--- src/hw/ppfifo_axis_config.svh ---
`ifndef PPFIFO_AXIS_CONFIG_SVH
`define PPFIFO_AXIS_CONFIG_SVH

// ~~~~~~~~~~~~~~~~~~~~
// datapath

`define PPA_DATA_WIDTH  32

// ~~~~~~~~~~~~~~~~~~~~
// lanes

`define PPA_LANES       4
`define PPA_LANE_BITS   2     // index into PPA_LANES

// ~~~~~~~~~~~~~~~~~~~~
// banks

`define PPA_BANK_DEPTH  16    // also the longest legal frame
`define PPA_SIZE_WIDTH  5     // holds 0..PPA_BANK_DEPTH

`endif

--- src/hw/ppfifo_axis_pkg.sv ---
`include "ppfifo_axis_config.svh"
`default_nettype none

package ppfifo_axis_pkg;

  // input beat, also what the lanes get written with
  typedef struct packed {
    logic [`PPA_DATA_WIDTH-1:0] data;
    logic                       user;
    logic                       last;
  } beat_t;

  typedef struct packed {
    logic [`PPA_DATA_WIDTH-1:0] data;
    logic [3:0]                 user;
    logic                       last;
  } axis_out_t;

  // bank status as the adapter sees it
  typedef struct packed {
    logic                       rdy;
    logic [`PPA_SIZE_WIDTH-1:0] size;
    logic [`PPA_DATA_WIDTH:0]   word;   // user flag on top
  } ppfifo_rd_t;

  typedef enum logic [1:0] {
    RD_IDLE,
    RD_READY,
    RD_RELEASE
  } rd_state_e;

  typedef enum logic {
    WR_FILL,
    WR_WAIT
  } wr_state_e;

  typedef enum logic {
    ROUTE_IDLE,
    ROUTE_FRAME
  } route_state_e;

endpackage

`default_nettype wire

--- src/hw/frame_distributor.sv ---
`include "ppfifo_axis_config.svh"
`default_nettype none

module frame_distributor (
  input  wire logic                     i_axi_clk,
  input  wire logic                     rst,
  input  wire ppfifo_axis_pkg::beat_t   i_in,
  input  wire logic                     i_in_valid,
  output logic                          o_in_ready,
  output ppfifo_axis_pkg::beat_t        o_lane_beat,
  output logic [`PPA_LANES-1:0]         o_lane_valid,
  input  wire logic [`PPA_LANES-1:0]    i_lane_ready
);
  import ppfifo_axis_pkg::*;

  localparam logic [`PPA_LANE_BITS-1:0] LAST_LANE = `PPA_LANE_BITS'(`PPA_LANES - 1);

  route_state_e               state;
  logic [`PPA_LANE_BITS-1:0]  sel;
  logic [`PPA_LANE_BITS-1:0]  sel_next;
  logic                       in_fire;

  // ~~~~~~~~~~~~~~~~~~~~
  // steering

  assign o_lane_beat = i_in;                // shared bus, valid picks the lane
  assign o_in_ready  = i_lane_ready[sel];
  assign in_fire     = i_in_valid && o_in_ready;
  assign sel_next    = (sel == LAST_LANE) ? '0 : sel + 1'b1;

  always_comb begin
    o_lane_valid      = '0;
    o_lane_valid[sel] = i_in_valid;
  end

  // ~~~~~~~~~~~~~~~~~~~~
  // frame tracking

  always_ff @(posedge i_axi_clk) begin
    if (rst) begin
      state <= ROUTE_IDLE;
      sel   <= '0;
    end
    else begin
      case (state)
        ROUTE_IDLE: begin
          if (in_fire) begin
            if (i_in.last) begin
              sel <= sel_next;          // one beat frame
            end
            else begin
              state <= ROUTE_FRAME;
            end
          end
        end
        ROUTE_FRAME: begin
          // lane stays selected until its last beat is taken
          if (in_fire && i_in.last) begin
            sel   <= sel_next;
            state <= ROUTE_IDLE;
          end
        end
        default: begin
          state <= ROUTE_IDLE;
        end
      endcase
    end
  end

endmodule

`default_nettype wire

--- src/hw/frame_merger.sv ---
`include "ppfifo_axis_config.svh"
`default_nettype none

module frame_merger (
  input  wire logic                                     i_axi_clk,
  input  wire logic                                     rst,
  input  wire ppfifo_axis_pkg::axis_out_t [`PPA_LANES-1:0] i_lane,
  input  wire logic [`PPA_LANES-1:0]                    i_lane_valid,
  output logic [`PPA_LANES-1:0]                         o_lane_ready,
  output ppfifo_axis_pkg::axis_out_t                    o_out,
  output logic                                          o_out_valid,
  input  wire logic                                     i_out_ready
);
  import ppfifo_axis_pkg::*;

  localparam logic [`PPA_LANE_BITS-1:0] LAST_LANE = `PPA_LANE_BITS'(`PPA_LANES - 1);

  route_state_e               state;
  logic [`PPA_LANE_BITS-1:0]  grant;
  logic [`PPA_LANE_BITS-1:0]  grant_next;
  logic                       out_fire;

  // ~~~~~~~~~~~~~~~~~~~~
  // output mux

  assign o_out       = i_lane[grant];
  assign o_out_valid = i_lane_valid[grant];
  assign out_fire    = o_out_valid && i_out_ready;
  assign grant_next  = (grant == LAST_LANE) ? '0 : grant + 1'b1;

  always_comb begin
    o_lane_ready        = '0;             // others stay frozen
    o_lane_ready[grant] = i_out_ready;
  end

  // ~~~~~~~~~~~~~~~~~~~~
  // grant rotation

  always_ff @(posedge i_axi_clk) begin
    if (rst) begin
      state <= ROUTE_IDLE;
      grant <= '0;
    end
    else begin
      case (state)
        ROUTE_IDLE: begin
          if (out_fire) begin
            if (o_out.last) begin
              grant <= grant_next;
            end
            else begin
              state <= ROUTE_FRAME;
            end
          end
        end
        ROUTE_FRAME: begin
          // hold the lane until its frame is out
          if (out_fire && o_out.last) begin
            grant <= grant_next;
            state <= ROUTE_IDLE;
          end
        end
        default: begin
          state <= ROUTE_IDLE;
        end
      endcase
    end
  end

endmodule

`default_nettype wire

--- src/hw/ppfifo_axis_top.sv ---
`include "ppfifo_axis_config.svh"
`default_nettype none

module ppfifo_axis_top (
  input  wire logic                         i_axi_clk,
  input  wire logic                         rst,
  input  wire ppfifo_axis_pkg::beat_t       i_in,
  input  wire logic                         i_in_valid,
  output logic                              o_in_ready,
  output ppfifo_axis_pkg::axis_out_t        o_out,
  output logic                              o_out_valid,
  input  wire logic                         i_out_ready
);
  import ppfifo_axis_pkg::*;

  beat_t                        lane_beat;
  logic [`PPA_LANES-1:0]        lane_valid;
  logic [`PPA_LANES-1:0]        lane_ready;
  axis_out_t [`PPA_LANES-1:0]   lane_axis;
  logic [`PPA_LANES-1:0]        lane_axis_valid;
  logic [`PPA_LANES-1:0]        lane_axis_ready;

  frame_distributor u_dist (
    .i_axi_clk    (i_axi_clk),
    .rst          (rst),
    .i_in         (i_in),
    .i_in_valid   (i_in_valid),
    .o_in_ready   (o_in_ready),
    .o_lane_beat  (lane_beat),
    .o_lane_valid (lane_valid),
    .i_lane_ready (lane_ready)
  );

  // ~~~~~~~~~~~~~~~~~~~~
  // lanes

  for (genvar i = 0; i < `PPA_LANES; i++) begin : g_lane
    ppfifo_lane u_lane (
      .i_axi_clk    (i_axi_clk),
      .rst          (rst),
      .i_wr         (lane_beat),
      .i_wr_valid   (lane_valid[i]),
      .o_wr_ready   (lane_ready[i]),
      .o_axis       (lane_axis[i]),
      .o_axis_valid (lane_axis_valid[i]),
      .i_axis_ready (lane_axis_ready[i])
    );
  end

  frame_merger u_merge (
    .i_axi_clk    (i_axi_clk),
    .rst          (rst),
    .i_lane       (lane_axis),
    .i_lane_valid (lane_axis_valid),
    .o_lane_ready (lane_axis_ready),
    .o_out        (o_out),
    .o_out_valid  (o_out_valid),
    .i_out_ready  (i_out_ready)
  );

endmodule

`default_nettype wire

--- src/hw/ppfifo_lane.sv ---
`include "ppfifo_axis_config.svh"
`default_nettype none

module ppfifo_lane (
  input  wire logic                     i_axi_clk,
  input  wire logic                     rst,
  input  wire ppfifo_axis_pkg::beat_t   i_wr,
  input  wire logic                     i_wr_valid,
  output logic                          o_wr_ready,
  output ppfifo_axis_pkg::axis_out_t    o_axis,
  output logic                          o_axis_valid,
  input  wire logic                     i_axis_ready
);
  import ppfifo_axis_pkg::*;

  localparam int ADDR_W = $clog2(`PPA_BANK_DEPTH);

  logic [`PPA_DATA_WIDTH:0]   mem [2][`PPA_BANK_DEPTH];
  logic [`PPA_SIZE_WIDTH-1:0] bank_size [2];
  logic [1:0]                 bank_rdy;
  wr_state_e                  wr_state;
  logic                       wr_bank;
  logic [`PPA_SIZE_WIDTH-1:0] wr_cnt;
  logic                       wr_fire;
  logic                       rd_bank;
  logic [ADDR_W-1:0]          rd_idx;
  logic                       rd_act;
  logic                       rd_act_q;
  logic                       rd_stb;
  logic                       rd_release;
  ppfifo_rd_t                 rd;

  // ~~~~~~~~~~~~~~~~~~~~
  // write side

  assign o_wr_ready = (wr_state == WR_FILL);
  assign wr_fire    = i_wr_valid && o_wr_ready;

  always_ff @(posedge i_axi_clk) begin
    if (wr_fire) begin
      mem[wr_bank][wr_cnt[ADDR_W-1:0]] <= {i_wr.user, i_wr.data};
      if (i_wr.last) begin
        bank_size[wr_bank] <= wr_cnt + 1'b1;
      end
    end
  end

  // ~~~~~~~~~~~~~~~~~~~~
  // read side

  assign rd_release = rd_act_q && !rd_act;    // adapter let go of the bank

  assign rd.rdy  = bank_rdy[rd_bank];
  assign rd.size = bank_size[rd_bank];
  assign rd.word = mem[rd_bank][rd_idx];

  always_ff @(posedge i_axi_clk) begin
    if (rst) begin
      wr_state <= WR_WAIT;                // ready stays low through reset
      wr_bank  <= 1'b0;
      wr_cnt   <= '0;
      bank_rdy <= '0;
      rd_bank  <= 1'b0;
      rd_idx   <= '0;
      rd_act_q <= 1'b0;
    end
    else begin
      rd_act_q <= rd_act;
      if (rd_stb) begin
        rd_idx <= rd_idx + 1'b1;
      end
      if (rd_release) begin
        bank_rdy[rd_bank] <= 1'b0;
        rd_bank           <= ~rd_bank;
        rd_idx            <= '0;
      end

      case (wr_state)
        WR_FILL: begin
          if (wr_fire) begin
            if (i_wr.last) begin
              bank_rdy[wr_bank] <= 1'b1;  // visible next clock
              wr_bank           <= ~wr_bank;
              wr_cnt            <= '0;
              if (bank_rdy[~wr_bank]) begin
                wr_state <= WR_WAIT;      // other bank still full
              end
            end
            else begin
              wr_cnt <= wr_cnt + 1'b1;
            end
          end
        end
        WR_WAIT: begin
          if (!bank_rdy[wr_bank]) begin
            wr_state <= WR_FILL;
          end
        end
        default: begin
          wr_state <= WR_WAIT;
        end
      endcase
    end
  end

  ppfifo_to_axis u_rd (
    .i_axi_clk    (i_axi_clk),
    .rst          (rst),
    .i_ppfifo     (rd),
    .o_ppfifo_act (rd_act),
    .o_ppfifo_stb (rd_stb),
    .o_axi        (o_axis),
    .o_axi_valid  (o_axis_valid),
    .i_axi_ready  (i_axis_ready)
  );

endmodule

`default_nettype wire

--- src/hw/ppfifo_to_axis.sv ---
`include "ppfifo_axis_config.svh"
`default_nettype none

module ppfifo_to_axis (
  input  wire logic                         i_axi_clk,
  input  wire logic                         rst,
  input  wire ppfifo_axis_pkg::ppfifo_rd_t  i_ppfifo,
  output logic                              o_ppfifo_act,
  output logic                              o_ppfifo_stb,
  output ppfifo_axis_pkg::axis_out_t        o_axi,
  output logic                              o_axi_valid,
  input  wire logic                         i_axi_ready
);
  import ppfifo_axis_pkg::*;

  rd_state_e                  state;
  logic [`PPA_SIZE_WIDTH-1:0] r_count;
  logic                       in_range;
  logic                       final_beat;

  // ~~~~~~~~~~~~~~~~~~~~
  // beat formatting

  assign in_range   = (r_count < i_ppfifo.size);
  assign final_beat = ((r_count + 1'b1) >= i_ppfifo.size);

  assign o_ppfifo_stb = i_axi_ready && o_axi_valid;

  assign o_axi.data    = i_ppfifo.word[`PPA_DATA_WIDTH-1:0];
  assign o_axi.user[0] = i_ppfifo.word[`PPA_DATA_WIDTH];
  assign o_axi.user[3:1] = 3'b000;
  assign o_axi.last    = final_beat && o_ppfifo_act && o_axi_valid;

  // ~~~~~~~~~~~~~~~~~~~~
  // bank handshake

  always_ff @(posedge i_axi_clk) begin
    o_axi_valid <= 1'b0;                  // only READY keeps it up
    if (rst) begin
      state        <= RD_IDLE;
      o_ppfifo_act <= 1'b0;
      r_count      <= '0;
    end
    else begin
      case (state)
        RD_IDLE: begin
          if (i_ppfifo.rdy) begin
            r_count      <= '0;
            o_ppfifo_act <= 1'b1;         // claim the bank
            state        <= RD_READY;
          end
        end
        RD_READY: begin
          if (in_range) begin
            o_axi_valid <= 1'b1;
            if (o_ppfifo_stb) begin
              r_count <= r_count + 1'b1;
              if (final_beat) begin
                o_axi_valid <= 1'b0;
              end
            end
          end
          else begin
            // whole bank sent
            o_ppfifo_act <= 1'b0;
            state        <= RD_RELEASE;
          end
        end
        RD_RELEASE: begin
          state <= RD_IDLE;               // lane frees the bank here
        end
        default: begin
          state <= RD_IDLE;
        end
      endcase
    end
  end

endmodule

`default_nettype wire

--- config.mk ---
export PLATFORM = sky130hd
export DESIGN_NAME = ppfifo_axis_top
export DESIGN_NICKNAME = d
export VERILOG_FILES = /design/src/hw/ppfifo_axis_pkg.sv /design/src/hw/frame_distributor.sv /design/src/hw/frame_merger.sv /design/src/hw/ppfifo_axis_top.sv /design/src/hw/ppfifo_lane.sv /design/src/hw/ppfifo_to_axis.sv
export VERILOG_INCLUDE_DIRS = /design/src /design/src/hw
export SDC_FILE = /design/constraint.sdc
export NUM_CORES = 2
export LEC_CHECK = 0
export BUFFER_PORTS_ARGS = -buffer_cell sky130_fd_sc_hd__buf_4
export CORE_UTILIZATION = 55
export DETAILED_ROUTE_END_ITERATION = 8
export HOLD_SLACK_MARGIN = 0.05
export PLACE_DENSITY = 0.71
export SLEW_MARGIN = 40
export SYNTH_ARGS = -nofsm -noshare
export SYNTH_HDL_FRONTEND = slang
export SYNTH_MEMORY_MAX_BITS = 65536
export SYNTH_SLANG_ARGS = --single-unit
--- constraint.sdc ---
create_clock -name i_axi_clk -period 4.25 [get_ports i_axi_clk]
set_clock_uncertainty 0.2 [all_clocks]
set_input_delay 0.85 -clock i_axi_clk [delete_from_list [all_inputs] [get_ports i_axi_clk]]
set_output_delay 0.85 -clock i_axi_clk [all_outputs]
set_load 0.02 [all_outputs]
==> reports/summary.txt <==
status = complete, but fails checks
failing checks = setup timing
Final Slew Violations = 0
minimum clock period = 5.145 ns
initial antenna violation count = 15
CTS tree = yes
Hold Path Class = in -> reg
CP endpoint kind = primary output
reg2reg path depth = 7
Nets = 8576
Tot GR Track Use = 0.2835
CTS max path bufs = 4
Yosys cell types = 62
1st-iter DRT viols = 12128
worst setup margin = -0.8953 ns
Reg power frac = 0.550
sequential area share after synthesis = 0.7696
clock root buffer master = clkbuf_16
combinational cell fraction of total power = 0.022
clock-pin slew on the worst setup and hold paths = 0.06 ns
Max FO, Critical Path = 38
Worst EP required = 3.20 ns
Final Cell Area = 197300 um2
Post-synth top flop = edfxtp_1
floorplan core area = 305800 um2
Clk pwr share = 0.428
drt pass-1 iters = 6
Hold Path Stages = 1
Die W = 556.5 um
crit path launch type = flop
crit path DAT = 4.10 ns
Synth top area share = 0.7573
synthesized area = 169100 um2
PwrDens = 435.7 nW/um2
Peak supply drop = 0.4616 mV
WHS = 0.08955 ns
vias per cell = 6.585
CTS H-Tree Depth = 5
fin crit share = 1.211
RSZ-0062 raised after global routing = yes
Peak Freq = 0.1944 GHz
Syn Area/Cell = 22.17 um2
max cap viols = 0
GRT overflow = 0
dominant cells by area after synthesis = edfxtp_1 (76%), mux4_2 (15%), mux2i_1 (1.6%), dfxtp_1 (1.2%), nor2_1 (0.55%)
pin slew with the least headroom to its limit = 0.9275 ns
via count = 85021
internal power = 68.82 mW
number of global-route vias before repair = 85108
ANT nets after route = 0
final core occ = 0.6453
most frequent cells in the layout = edfxtp_1 (4264), mux4_2 (1106), buf_4 (540), clkbuf_16 (422), mux2i_1 (230)
share of post-route cells with drive strength above 1 = 0.3336
Max transition margin = 0.3817
NetSw = 17.15 mW
Sink Count = 4368
DP HPWL = 244300 um
floorplan row count = 203
Final Setup Violations = 34
GP Congestion = 0.8452
DRT Wirelength = 438500 um
TritonCTS Buffers = 414
Post-route DRC = 0
kind of critical path = reg -> out
first-pass GRT wire length = 620100 um
die height = 556.5 um
WL per Instance = 33.96 um
yosys warns = 0
die area = 309600 um2
num ports = 77
number of synthesized flops with an enable pin = 4264
setup TNS = -21.91 ns
leading cell type in the layout, fill and taps excluded = edfxtp_1
post-synthesis cell count = 7626
Area growth, synth to finish = 16.71%
pin count of the biggest net entering global routing = 129
area post-placement = 179900 um2
P_leak = 60.55 nW
largest area contributor in the netlist = edfxtp_1
Seq cells post-synth = 4368
Async S/R FF share, synth = 0
starting density of the core = 0.5529
sw frac = 0.1995
worst-skew pair later-pin latency = 0.98 ns
endpoints failing hold = 0
PortBufs = 73
layer usage:
layer | vias to the layer above | global-route usage | wire length, um
met5 | - | 0 | 0
met4 | 0 | 0.1028 | 18070
met3 | 800 | 0.04994 | 47300
met2 | 5306 | 0.4571 | 213200
met1 | 45035 | 0.3930 | 159900
li1 | 33880 | - | -
what timing repair did:
action,CTS,global route
endpoints found under the setup margin,34,34
gates cloned,15,2
pin swaps,48,40
resized for setup,296,145
hold buffers,1,0
setup buffers,93,77
endpoints found under the hold margin,15,0
state kept, by name, indices dropped and copies added (netlist names), named ones only:
| register | count |
|---|---|
| g_lane.u_lane.wr_state | 4 |
| u_merge.grant | 2 |
| u_dist.sel | 2 |
| g_lane.u_lane.rd_idx | 16 |
| g_lane.u_lane.rd_bank | 4 |
| g_lane.u_lane.mem | 4224 |
| g_lane.u_lane.u_rd.r_count | 20 |
| g_lane.u_lane.u_rd.o_axi_valid | 4 |
| g_lane.u_lane.u_rd.o_ppfifo_act | 4 |
| g_lane.u_lane.rd_act_q | 4 |
| g_lane.u_lane.wr_cnt | 20 |
| g_lane.u_lane.bank_size | 40 |
| g_lane.u_lane.bank_rdy | 8 |
| g_lane.u_lane.wr_bank | 4 |
| g_lane.u_lane.u_rd.state | 8 |
worst max-delay path, stage by stage (launching register included):
cell,delay [ns]
dfxtp_2,0.38
buf_12,0.20
nand2b_1,0.24
buf_4,0.40
a221oi_1,0.09
o21ai_1,0.20
nand4_1,0.65
buf_12,0.36
o211ai_1,0.25
buf_4,0.24
power groups by stage:
stage                     Clock [mW]  Combinational [mW]  Sequential (mW)
after global placement             0                1.66             48.2
after floorplan                    0               0.519             48.2
after detailed placement           0                1.75             48.2
final                           36.8                1.87             47.3
after global routing            38.7                1.94             47.3
after CTS                       37.1                1.82             47.3
path summary, 6_finish.rpt:
kind	startpoint	slack [ns]	to
setup / recovery	u_merge.grant[0]	-0.90	o_out[6]
hold / removal	i_in[2]	0.09	g_lane[0].u_lane.mem[0][66]
hold reg to reg	g_lane[2].u_lane.u_rd.r_count[0]	0.29	g_lane[2].u_lane.u_rd.r_count[0]
setup reg to reg	u_dist.sel[0]	0.74	g_lane[0].u_lane.mem[1][363]
per-stage QoR:
| step | std cells | setup slack [ns] | power [mW] |
|---|---|---|---|
| after global routing | 12904 | -0.8714 | 87.93 |
| after floorplan | 7628 | 0.2314 | 48.73 |
| after detailed placement | 11972 | -0.4413 | 49.95 |
| after global placement | 11970 | -0.7400 | 49.87 |
| after CTS | 12826 | -0.8463 | 86.23 |
| final | 12911 | -0.8953 | 85.97 |
Yosys cell counts (all sizes together) (22+ instances only):
library cell / n
nand4: 23
a22oi: 45
nand2: 175
mux4: 1109
xor2: 22
nor3: 44
edfxtp: 4264
clkbuf: 152
a211oi: 68
o22ai: 30
a31oi: 47
nor2: 249
ha: 72
nand2b: 35
o21ai: 104
mux2i: 266
a21oi: 80
mux2: 44
a221oi: 64
inv: 35
nor2b: 60
dfxtp: 104
buf: 258
nand3: 93
final cells by class:
type / instances / area (um2)
Sequential cell: 4368 / 130200
Fill cell: 19255 / 108500
Multi-Input combinational cell: 2814 / 38820
Clock buffer: 488 / 10790
Timing Repair Buffer: 832 / 9580
Tap cell: 4100 / 5130
Clock inverter: 265 / 2674
Inverter: 36 / 135.1
Antenna cell: 8 / 20.02
kinds of logic after synthesis:
| kind of cell | Yosys count | share of synthesized area |
|---|---|---|
| XOR/XNOR | 41 | 0.002124 |
| other | 1 | 0.00002218 |
| buffers and inverters | 446 | 0.01467 |
| AND/OR/NAND/NOR | 767 | 0.02142 |
| adder cells (fa/ha/maj) | 72 | 0.005328 |
| multiplexers | 1419 | 0.1666 |
| AO/OA/AOI/OAI | 512 | 0.02021 |
| flip-flops | 4368 | 0.7696 |
Power figures use the tool's default switching activity.
